File: config.mk
export PLATFORM = sky130hd
export DESIGN_NAME = ao_peripheral_subsystem
export DESIGN_NICKNAME = d
export VERILOG_FILES = /design/src/rtl/ao_periph_pkg.sv /design/src/rtl/ao_peripheral_subsystem.sv /design/src/rtl/gpio_ao.sv /design/src/rtl/fast_intr_ctrl.sv /design/src/rtl/soc_ctrl.sv /design/src/rtl/ao_reg_decoder.sv
export SDC_FILE = /design/constraint.sdc
export NUM_CORES = 1
export LEC_CHECK = 0
export ABC_CLOCK_PERIOD_IN_PS = 1850
export BUFFER_PORTS_ARGS = -buffer_cell sky130_fd_sc_hd__buf_2
export CAP_MARGIN = 25
export CORE_MARGIN = 4
export CORE_UTILIZATION = 51
export DETAILED_ROUTE_END_ITERATION = 8
export PLACE_DENSITY = 0.88
export SLEW_MARGIN = 20
export SYNTH_ARGS = -nofsm -noshare
export SYNTH_HDL_FRONTEND = slang
export SYNTH_SLANG_ARGS = --single-unit
File: constraint.sdc
create_clock -name clk_i -period 1.85 [get_ports clk_i]
set_clock_uncertainty 0.2 [all_clocks]
set_input_delay 0.185 -clock clk_i [delete_from_list [all_inputs] [get_ports clk_i]]
set_output_delay 0.185 -clock clk_i [all_outputs]
set_load 0.03 [all_outputs]
File: src/rtl/ao_periph_pkg.sv
// Types and address map of the always-on register bus
// Every access is a full 32-bit word; there are no byte enables
package ao_periph_pkg;

  localparam int unsigned DATA_W = 32;

  // Address fields: peripheral select and word offset
  localparam int unsigned SEL_LSB = 12;
  localparam int unsigned OFS_LSB = 2;

  typedef struct packed {
    logic              valid;
    logic              write;
    logic [DATA_W-1:0] addr;
    logic [DATA_W-1:0] wdata;
  } ao_reg_req_t;

  typedef struct packed {
    logic              ready;
    logic              error;
    logic [DATA_W-1:0] rdata;
  } ao_reg_rsp_t;

  typedef logic [3:0] periph_sel_t;
  typedef logic [2:0] reg_ofs_t;

  // Mapped regions, anything else is answered with an error
  localparam periph_sel_t SOC_CTRL_SEL  = 4'd0;
  localparam periph_sel_t FAST_INTR_SEL = 4'd1;
  localparam periph_sel_t GPIO_SEL      = 4'd2;

  // SoC control
  localparam reg_ofs_t EXIT_VALID_OFS  = 3'd0;
  localparam reg_ofs_t EXIT_VALUE_OFS  = 3'd1;
  localparam reg_ofs_t BOOT_SELECT_OFS = 3'd2;
  localparam reg_ofs_t EXEC_FLASH_OFS  = 3'd3;

  // Fast interrupt controller
  localparam reg_ofs_t FAST_PENDING_OFS = 3'd0;

  // GPIO
  localparam reg_ofs_t GPIO_IN_OFS          = 3'd0;
  localparam reg_ofs_t GPIO_OUT_OFS         = 3'd1;
  localparam reg_ofs_t GPIO_EN_OFS          = 3'd2;
  localparam reg_ofs_t GPIO_INTR_EN_OFS     = 3'd3;
  localparam reg_ofs_t GPIO_INTR_STATUS_OFS = 3'd4;

endpackage
File: src/rtl/ao_peripheral_subsystem.sv
`timescale 1ns/100ps
// Always-on register peripherals behind one valid/ready register bus
// One access in flight at a time, answered one cycle after valid
module ao_peripheral_subsystem #(
  parameter int unsigned FAST_INTR_W = 15,
  parameter int unsigned GPIO_W      = 8
) (
  input  logic                       clk_i,
  input  logic                       reset_i,
  input  ao_periph_pkg::ao_reg_req_t bus_req_i,
  output ao_periph_pkg::ao_reg_rsp_t bus_rsp_o,
  input  logic                       boot_select_i,
  input  logic                       execute_from_flash_i,
  output logic                       exit_valid_o,
  output logic [31:0]                exit_value_o,
  input  logic [FAST_INTR_W-1:0]     fast_intr_i,
  output logic [FAST_INTR_W-1:0]     fast_intr_o,
  input  logic [GPIO_W-1:0]          cio_gpio_i,
  output logic [GPIO_W-1:0]          cio_gpio_o,
  output logic [GPIO_W-1:0]          cio_gpio_en_o,
  output logic [GPIO_W-1:0]          intr_gpio_o
);
  import ao_periph_pkg::*;

  ao_reg_req_t soc_req;
  ao_reg_rsp_t soc_rsp;
  ao_reg_req_t fast_req;
  ao_reg_rsp_t fast_rsp;
  ao_reg_req_t gpio_req;
  ao_reg_rsp_t gpio_rsp;

  ao_reg_decoder ao_reg_decoder_i (
    .clk_i,
    .reset_i,
    .bus_req_i,
    .bus_rsp_o,
    .soc_req_o  (soc_req),
    .fast_req_o (fast_req),
    .gpio_req_o (gpio_req),
    .soc_rsp_i  (soc_rsp),
    .fast_rsp_i (fast_rsp),
    .gpio_rsp_i (gpio_rsp)
  );

  soc_ctrl soc_ctrl_i (
    .clk_i,
    .reset_i,
    .reg_req_i (soc_req),
    .reg_rsp_o (soc_rsp),
    .boot_select_i,
    .execute_from_flash_i,
    .exit_valid_o,
    .exit_value_o
  );

  fast_intr_ctrl #(
    .FAST_INTR_W (FAST_INTR_W)
  ) fast_intr_ctrl_i (
    .clk_i,
    .reset_i,
    .reg_req_i (fast_req),
    .reg_rsp_o (fast_rsp),
    .fast_intr_i,
    .fast_intr_o
  );

  gpio_ao #(
    .GPIO_W (GPIO_W)
  ) gpio_ao_i (
    .clk_i,
    .reset_i,
    .reg_req_i (gpio_req),
    .reg_rsp_o (gpio_rsp),
    .cio_gpio_i,
    .cio_gpio_o,
    .cio_gpio_en_o,
    .intr_gpio_o
  );

endmodule

File: src/rtl/gpio_ao.sv
`timescale 1ns/100ps
// Inputs pass a two-flop synchroniser; edges are seen two cycles late
// Only rising edges raise interrupts; GPIO_W up to 32
module gpio_ao #(
  parameter int unsigned GPIO_W = 8
) (
  input  logic                       clk_i,
  input  logic                       reset_i,
  input  ao_periph_pkg::ao_reg_req_t reg_req_i,
  output ao_periph_pkg::ao_reg_rsp_t reg_rsp_o,
  input  logic [GPIO_W-1:0]          cio_gpio_i,
  output logic [GPIO_W-1:0]          cio_gpio_o,
  output logic [GPIO_W-1:0]          cio_gpio_en_o,
  output logic [GPIO_W-1:0]          intr_gpio_o
);
  import ao_periph_pkg::*;

  ao_reg_rsp_t       rsp_q;
  logic              accept;
  logic              wr_en;
  reg_ofs_t          ofs;
  logic [GPIO_W-1:0] wdata;
  logic [GPIO_W-1:0] out_q;
  logic [GPIO_W-1:0] en_q;
  logic [GPIO_W-1:0] intr_en_q;
  logic [GPIO_W-1:0] status_q;
  logic [GPIO_W-1:0] sync1_q;
  logic [GPIO_W-1:0] sync2_q;
  logic [GPIO_W-1:0] sync3_q;
  logic [GPIO_W-1:0] rise;
  logic [GPIO_W-1:0] clr_mask;
  logic [DATA_W-1:0] rdata;

  assign accept = reg_req_i.valid && !rsp_q.ready;
  assign wr_en  = accept && reg_req_i.write;
  assign ofs    = reg_req_i.addr[OFS_LSB +: $bits(reg_ofs_t)];
  assign wdata  = reg_req_i.wdata[GPIO_W-1:0];

  // sync3 is the previous synchronised value
  assign rise     = sync2_q & ~sync3_q;
  assign clr_mask = (wr_en && (ofs == GPIO_INTR_STATUS_OFS)) ? wdata : '0;

  always_comb begin
    rdata = '0;
    case (ofs)
      GPIO_IN_OFS:          rdata[GPIO_W-1:0] = sync2_q;
      GPIO_OUT_OFS:         rdata[GPIO_W-1:0] = out_q;
      GPIO_EN_OFS:          rdata[GPIO_W-1:0] = en_q;
      GPIO_INTR_EN_OFS:     rdata[GPIO_W-1:0] = intr_en_q;
      GPIO_INTR_STATUS_OFS: rdata[GPIO_W-1:0] = status_q;
      default:              rdata             = '0;
    endcase
  end

  always_ff @(posedge clk_i) begin
    if (reset_i) begin
      rsp_q     <= '0;
      out_q     <= '0;
      en_q      <= '0;
      intr_en_q <= '0;
      status_q  <= '0;
      sync1_q   <= '0;
      sync2_q   <= '0;
      sync3_q   <= '0;
    end else begin
      rsp_q.ready <= accept;
      rsp_q.error <= 1'b0;
      rsp_q.rdata <= (accept && !reg_req_i.write) ? rdata : '0;
      sync1_q     <= cio_gpio_i;
      sync2_q     <= sync1_q;
      sync3_q     <= sync2_q;
      if (wr_en && (ofs == GPIO_OUT_OFS)) begin
        out_q <= wdata;
      end
      if (wr_en && (ofs == GPIO_EN_OFS)) begin
        en_q <= wdata;
      end
      if (wr_en && (ofs == GPIO_INTR_EN_OFS)) begin
        intr_en_q <= wdata;
      end
      // A fresh edge beats a clear on the same cycle
      status_q <= (status_q & ~clr_mask) | (rise & intr_en_q);
    end
  end

  assign reg_rsp_o     = rsp_q;
  assign cio_gpio_o    = out_q;
  assign cio_gpio_en_o = en_q;
  assign intr_gpio_o   = status_q;

  // Pads move only when software writes the output register
  a_out_stable: assert property (@(posedge clk_i) disable iff (reset_i)
    !(wr_en && (ofs == GPIO_OUT_OFS)) |=> $stable(cio_gpio_o))
    else $error("gpio_ao: output changed without a write");

endmodule

File: src/rtl/fast_intr_ctrl.sv
`timescale 1ns/100ps
// Lines are level-sampled every edge; FAST_INTR_W up to 32
// A line still high while its bit is cleared keeps the bit set
module fast_intr_ctrl #(
  parameter int unsigned FAST_INTR_W = 15
) (
  input  logic                       clk_i,
  input  logic                       reset_i,
  input  ao_periph_pkg::ao_reg_req_t reg_req_i,
  output ao_periph_pkg::ao_reg_rsp_t reg_rsp_o,
  input  logic [FAST_INTR_W-1:0]     fast_intr_i,
  output logic [FAST_INTR_W-1:0]     fast_intr_o
);
  import ao_periph_pkg::*;

  ao_reg_rsp_t            rsp_q;
  logic                   accept;
  logic                   clr_en;
  logic [FAST_INTR_W-1:0] clr_mask;
  logic [FAST_INTR_W-1:0] pending_q;
  logic [DATA_W-1:0]      rdata;

  assign accept = reg_req_i.valid && !rsp_q.ready;
  assign clr_en = accept && reg_req_i.write &&
                  (reg_req_i.addr[OFS_LSB +: $bits(reg_ofs_t)] == FAST_PENDING_OFS);
  assign clr_mask = clr_en ? reg_req_i.wdata[FAST_INTR_W-1:0] : '0;

  // Only one register here, other offsets read as zero
  always_comb begin
    rdata = '0;
    if (reg_req_i.addr[OFS_LSB +: $bits(reg_ofs_t)] == FAST_PENDING_OFS) begin
      rdata[FAST_INTR_W-1:0] = pending_q;
    end
  end

  always_ff @(posedge clk_i) begin
    if (reset_i) begin
      rsp_q     <= '0;
      pending_q <= '0;
    end else begin
      rsp_q.ready <= accept;
      rsp_q.error <= 1'b0;
      rsp_q.rdata <= (accept && !reg_req_i.write) ? rdata : '0;
      // Set wins over write-one-to-clear
      pending_q   <= (pending_q & ~clr_mask) | fast_intr_i;
    end
  end

  assign reg_rsp_o   = rsp_q;
  assign fast_intr_o = pending_q;

  // Pending bits only drop through a bus write
  a_clear_on_write: assert property (@(posedge clk_i) disable iff (reset_i)
    !clr_en |=> (($past(pending_q) & ~pending_q) == '0))
    else $error("fast_intr_ctrl: pending bit lost without a write");

endmodule

File: src/rtl/soc_ctrl.sv
`timescale 1ns/100ps
// Boot straps are read live and zero-extended; writes to them are ignored
module soc_ctrl (
  input  logic                       clk_i,
  input  logic                       reset_i,
  input  ao_periph_pkg::ao_reg_req_t reg_req_i,
  output ao_periph_pkg::ao_reg_rsp_t reg_rsp_o,
  input  logic                       boot_select_i,
  input  logic                       execute_from_flash_i,
  output logic                       exit_valid_o,
  output logic [31:0]                exit_value_o
);
  import ao_periph_pkg::*;

  ao_reg_rsp_t       rsp_q;
  logic              accept;
  logic              wr_en;
  reg_ofs_t          ofs;
  logic              exit_valid_q;
  logic [DATA_W-1:0] exit_value_q;
  logic [DATA_W-1:0] rdata;

  // No new access while our response is out
  assign accept = reg_req_i.valid && !rsp_q.ready;
  assign wr_en  = accept && reg_req_i.write;
  assign ofs    = reg_req_i.addr[OFS_LSB +: $bits(reg_ofs_t)];

  always_comb begin
    rdata = '0;
    case (ofs)
      EXIT_VALID_OFS:  rdata[0] = exit_valid_q;
      EXIT_VALUE_OFS:  rdata    = exit_value_q;
      BOOT_SELECT_OFS: rdata[0] = boot_select_i;
      EXEC_FLASH_OFS:  rdata[0] = execute_from_flash_i;
      default:         rdata    = '0;
    endcase
  end

  always_ff @(posedge clk_i) begin
    if (reset_i) begin
      rsp_q        <= '0;
      exit_valid_q <= 1'b0;
      exit_value_q <= '0;
    end else begin
      rsp_q.ready <= accept;
      rsp_q.error <= 1'b0;
      rsp_q.rdata <= (accept && !reg_req_i.write) ? rdata : '0;
      if (wr_en && (ofs == EXIT_VALID_OFS)) begin
        exit_valid_q <= reg_req_i.wdata[0];
      end
      if (wr_en && (ofs == EXIT_VALUE_OFS)) begin
        exit_value_q <= reg_req_i.wdata;
      end
    end
  end

  assign reg_rsp_o    = rsp_q;
  assign exit_valid_o = exit_valid_q;
  assign exit_value_o = exit_value_q;

  // Responses are single-cycle pulses
  a_ready_pulse: assert property (@(posedge clk_i) disable iff (reset_i)
    rsp_q.ready |=> !rsp_q.ready)
    else $error("soc_ctrl: ready held for two cycles");

endmodule

File: src/rtl/ao_reg_decoder.sv
`timescale 1ns/100ps
// Adds no latency; peripherals answer in one cycle on their own
// Unmapped selects get a one-cycle error response with zero data
module ao_reg_decoder (
  input  logic                       clk_i,
  input  logic                       reset_i,
  input  ao_periph_pkg::ao_reg_req_t bus_req_i,
  output ao_periph_pkg::ao_reg_rsp_t bus_rsp_o,
  output ao_periph_pkg::ao_reg_req_t soc_req_o,
  output ao_periph_pkg::ao_reg_req_t fast_req_o,
  output ao_periph_pkg::ao_reg_req_t gpio_req_o,
  input  ao_periph_pkg::ao_reg_rsp_t soc_rsp_i,
  input  ao_periph_pkg::ao_reg_rsp_t fast_rsp_i,
  input  ao_periph_pkg::ao_reg_rsp_t gpio_rsp_i
);
  import ao_periph_pkg::*;

  periph_sel_t sel;
  logic        unmapped;
  logic        err_q;

  assign sel      = bus_req_i.addr[SEL_LSB +: $bits(periph_sel_t)];
  assign unmapped = !(sel inside {SOC_CTRL_SEL, FAST_INTR_SEL, GPIO_SEL});

  // Same request everywhere, valid only to the addressed block
  always_comb begin
    soc_req_o        = bus_req_i;
    fast_req_o       = bus_req_i;
    gpio_req_o       = bus_req_i;
    soc_req_o.valid  = bus_req_i.valid && (sel == SOC_CTRL_SEL);
    fast_req_o.valid = bus_req_i.valid && (sel == FAST_INTR_SEL);
    gpio_req_o.valid = bus_req_i.valid && (sel == GPIO_SEL);
  end

  // Error responder for holes in the map
  always_ff @(posedge clk_i) begin
    if (reset_i) begin
      err_q <= 1'b0;
    end else begin
      err_q <= bus_req_i.valid && unmapped && !err_q;
    end
  end

  // Idle responders drive zeros, so a plain OR is enough
  always_comb begin
    bus_rsp_o.ready = soc_rsp_i.ready | fast_rsp_i.ready | gpio_rsp_i.ready | err_q;
    bus_rsp_o.error = soc_rsp_i.error | fast_rsp_i.error | gpio_rsp_i.error | err_q;
    bus_rsp_o.rdata = soc_rsp_i.rdata | fast_rsp_i.rdata | gpio_rsp_i.rdata;
  end

  // Only one access is ever in flight across all responders
  a_single_ready: assert property (@(posedge clk_i) disable iff (reset_i)
    $onehot0({soc_rsp_i.ready, fast_rsp_i.ready, gpio_rsp_i.ready, err_q}))
    else $error("ao_reg_decoder: more than one response ready");

endmodule

==> metrics.md <==
| Metric | Value |
|---|---|
| Status | `completed` |
| Vert. Die Dim | `119.4 um` |
| Area of the multi-input gates | `2753 um^2` |
| Sequential fraction of the synthesis area | `51.55%` |
| Crit. End Element | `output pin` |
| Die area | `14260 um^2` |
| HPWL after DPL | `11470 um` |
| Initial DRC count | `372` |
| Min-delay worst type | `input pin to flop` |
| Worst-path clk slew | `60 ps` |
| Number of H-tree levels | `4` |
| Seq pwr share | `48.6%` |
| Area Overhead vs Synth | `34.73%` |
| Period utilisation layout | `98.73%` |
| Critical path type | `flop to output pin` |
| Synth warn | `0` |
| Slew Limit Fails | `0` |
| Post-synth EDFFs | `0` |
| Ys async rst share | `0%` |
| Fin cells | `1006` |
| Hold Path Origin | `bus_req_i[46]` |
| Grt total ovfl | `0` |
| Worst r2r src | `fast_intr_ctrl_i.reg_rsp_o[33]` |
| Syn Inst Count | `598` |
| Cell Rows | `40` |
| Logic pwr share | `7.4%` |
| Longest Clk Path Bufs | `2` |
| Setup TNS | `0 ps` |
| Post-Syn Area per Cell | `10.58 um^2` |
| Worst-path fanout max | `3` |
| CP Data Required Time | `1460 ps` |
| Top cell type's share of synthesized area | `51.55%` |
| Yosys cell types | `42` |
| Crit. Startpoint | `gpio_ao_i.reg_rsp_o[33]` |
| Root Buffer | `clkbuf_16` |
| Vias/cell | `5.142` |
| Commonest non-fill, non-tap cells in the layout | `buf_2 (171), dfxtp_1 (163), nand2b_1 (90)` |
| Worst R2R Path Depth | `3` |
| Commonest non-fill, non-tap cell in the layout | `buf_2` |
| Core Box Area | `12060 um^2` |
| Slew HR | `66.93%` |
| I/O pin cnt | `199` |
| TritonCTS Buffers | `17` |
| Die X | `119.4 um` |
| Clock sink total | `163` |
| Max VDD drop | `0.0006060 V` |
| Vias in the first global route | `5320` |
| Pleak | `0.003860 uW` |
| Pin count of the biggest net entering global routing | `80` |
| Pint | `5704 uW` |
| GPL Wtd Cong | `0.8900` |
| Synth area leader | `dfxtp_1` |
| Final Hold Vio Count | `0` |
| Syn_nets | `691` |
| RSZ-0062 raised after global routing | `no` |
| Port Buffer Count | `173` |
| CTS tree | `built` |
| DRT Wirelength | `17500 um` |
| Max-Cap Viols | `0` |
| Worst hold path depth | `5` |
| Initial Util | `52.48%` |
| Worst Max-Slew Pin Slew | `496.1 ps` |
| Wire per inst | `17.40 um` |
| Final Setup Violations | `0` |
| Layout cells sized above 1 | `30.35%` |
| Total number of vias | `5173` |
| Top_reg_cell synth | `dfxtp_1` |
| Total of fill cells in the finished design | `813` |
| Net Switching | `1675 uW` |
| Tmin final | `1827 ps` |
| Placed Instances | `912` |
| DRT antenna net count | `0` |
| Synth Cell Area | `6330 um^2` |
| Residual DRC | `0` |
| Final nets | `919` |
| FF/Latch Area | `3263 um^2` |
| Top cells by area, synth | `dfxtp_1 (52%), mux2i_1 (9.2%), nand2b_1 (8.9%)` |
| Fmax | `0.5475 GHz` |
| CP arrival | `1440 ps` |
| Yosys reg bits | `163` |
| Initial antenna violation count | `1` |
| First-pass GRT wire length | `27230 um` |
| Worst setup SP type | `flop` |
| Tot GR Track Use | `24.21%` |
| Switching share of power | `22.70%` |
| Clk pwr share | `43.9%` |
| Worst-Skew Late Latency | `420 ps` |
| Pwr/cell area | `865.2 nW/um^2` |
| First-pass iteration count of the detailed router | `7` |
[cells by family (layout without fill, tap and decap cells)]
kind of cell | Yosys count | count (layout) | share of synthesized area, %
other | 0 | 1 | 0
AOI/OAI and AO/OA | 46 | 46 | 5.614
and+or+nand+nor | 258 | 258 | 25.80
buffers and inverters | 58 | 297 | 5.021
DFF | 163 | 163 | 51.55
muxes | 73 | 73 | 12.02
[final timing paths]
| path | slack, ps | endpoint |
|---|---|---|
| setup reg to reg | 180 | fast_intr_ctrl_i.reg_rsp_o[33] |
| setup / recovery | 20 | bus_rsp_o[33] |
| hold reg to reg | 240 | gpio_ao_i.sync2_q[3] |
| hold / removal | 50 | soc_ctrl_i.reg_rsp_o[0] |
[final cells by class]
type	count	share of cell area, %
diodes	1	0.02934
clock inverters	8	0.9390
clock buffers	22	5.326
flip-flops and latches	163	38.26
well taps	168	2.465
repair buffers	260	20.39
multi-input cells	377	32.28
inverters	7	0.3081
[sequential cells by signal, indices dropped and copies added, names as in the netlist]
signal / count
gpio_ao_i.sync3_q: 8
ao_reg_decoder_i.err_q: 1
gpio_ao_i.intr_gpio_o: 8
gpio_ao_i.sync2_q: 8
fast_intr_ctrl_i.reg_rsp_o: 16
gpio_ao_i.intr_en_q: 8
gpio_ao_i.reg_rsp_o: 9
fast_intr_ctrl_i.fast_intr_o: 15
soc_ctrl_i.exit_value_o: 32
gpio_ao_i.cio_gpio_o: 8
soc_ctrl_i.exit_valid_o: 1
gpio_ao_i.sync1_q: 8
soc_ctrl_i.reg_rsp_o: 33
gpio_ao_i.cio_gpio_en_o: 8
[power by group through the flow]
stage / Combinational (uW) / Clock [uW] / Sequential [uW]
after floorplan: 203 / 0 / 3700
after global placement: 417 / 0 / 3660
after detailed placement: 431 / 0 / 3660
after CTS: 536 / 3280 / 3590
after global routing: 585 / 3430 / 3590
final: 550 / 3240 / 3590
[synthesized netlist by cell type (4+ instances only)]
library cell / instances
a32oi_1: 7
buf_4: 21
or2_2: 7
a21oi_1: 7
and2_1: 46
inv_1: 6
nand3b_1: 10
nor2b_1: 44
clkbuf_1: 21
nand2b_1: 90
dfxtp_1: 163
a31oi_1: 5
mux2i_1: 58
nor2_1: 22
or3_1: 8
mux2_2: 14
and4_1: 4
a311oi_1: 18
a21o_1: 6
nand2_1: 7
buf_2: 5
[metrics by stage]
| stage | setup WS [ps] | power, uW | hold slack (ps) | instance area (um^2) | util (%) |
|---|---|---|---|---|---|
| floorplan | 126.6 | 3908 | 62.39 | 6330 | - |
| global placement | 63.28 | 4076 | 199.3 | 7347 | 60.91 |
| detailed placement | 11.05 | 4094 | 201.0 | 7347 | 60.91 |
| CTS | 0.6072 | 7402 | 11.03 | 8518 | 70.62 |
| global route | 5.726 | 7601 | 46.21 | 8526 | 70.68 |
| finish | 23.46 | 7379 | 46.99 | 8528 | 70.71 |
[metal layers]
| metal | vias to the layer above | track usage (%) | wire [um] |
|---|---|---|---|
| li1 | 2476 | - | - |
| met1 | 2431 | 28.07 | 7260 |
| met5 | - | 0 | 13 |
| met2 | 221 | 42.49 | 8745 |
| met4 | 2 | 10.67 | 470 |
| met3 | 43 | 5.651 | 1014 |
[worst max-delay path, stage by stage (launching register included)]
cell and delay, ps:
dfxtp_1 330, or4_4 540, buf_6 150
[what timing repair did]
item	in CTS	in global routing
buffers inserted	0	0
endpoints found under the setup margin	1	34
resized for setup	2	2
hold buffers	63	0
hold endpoints to repair	88	0
(Power assumes the default switching activity.)
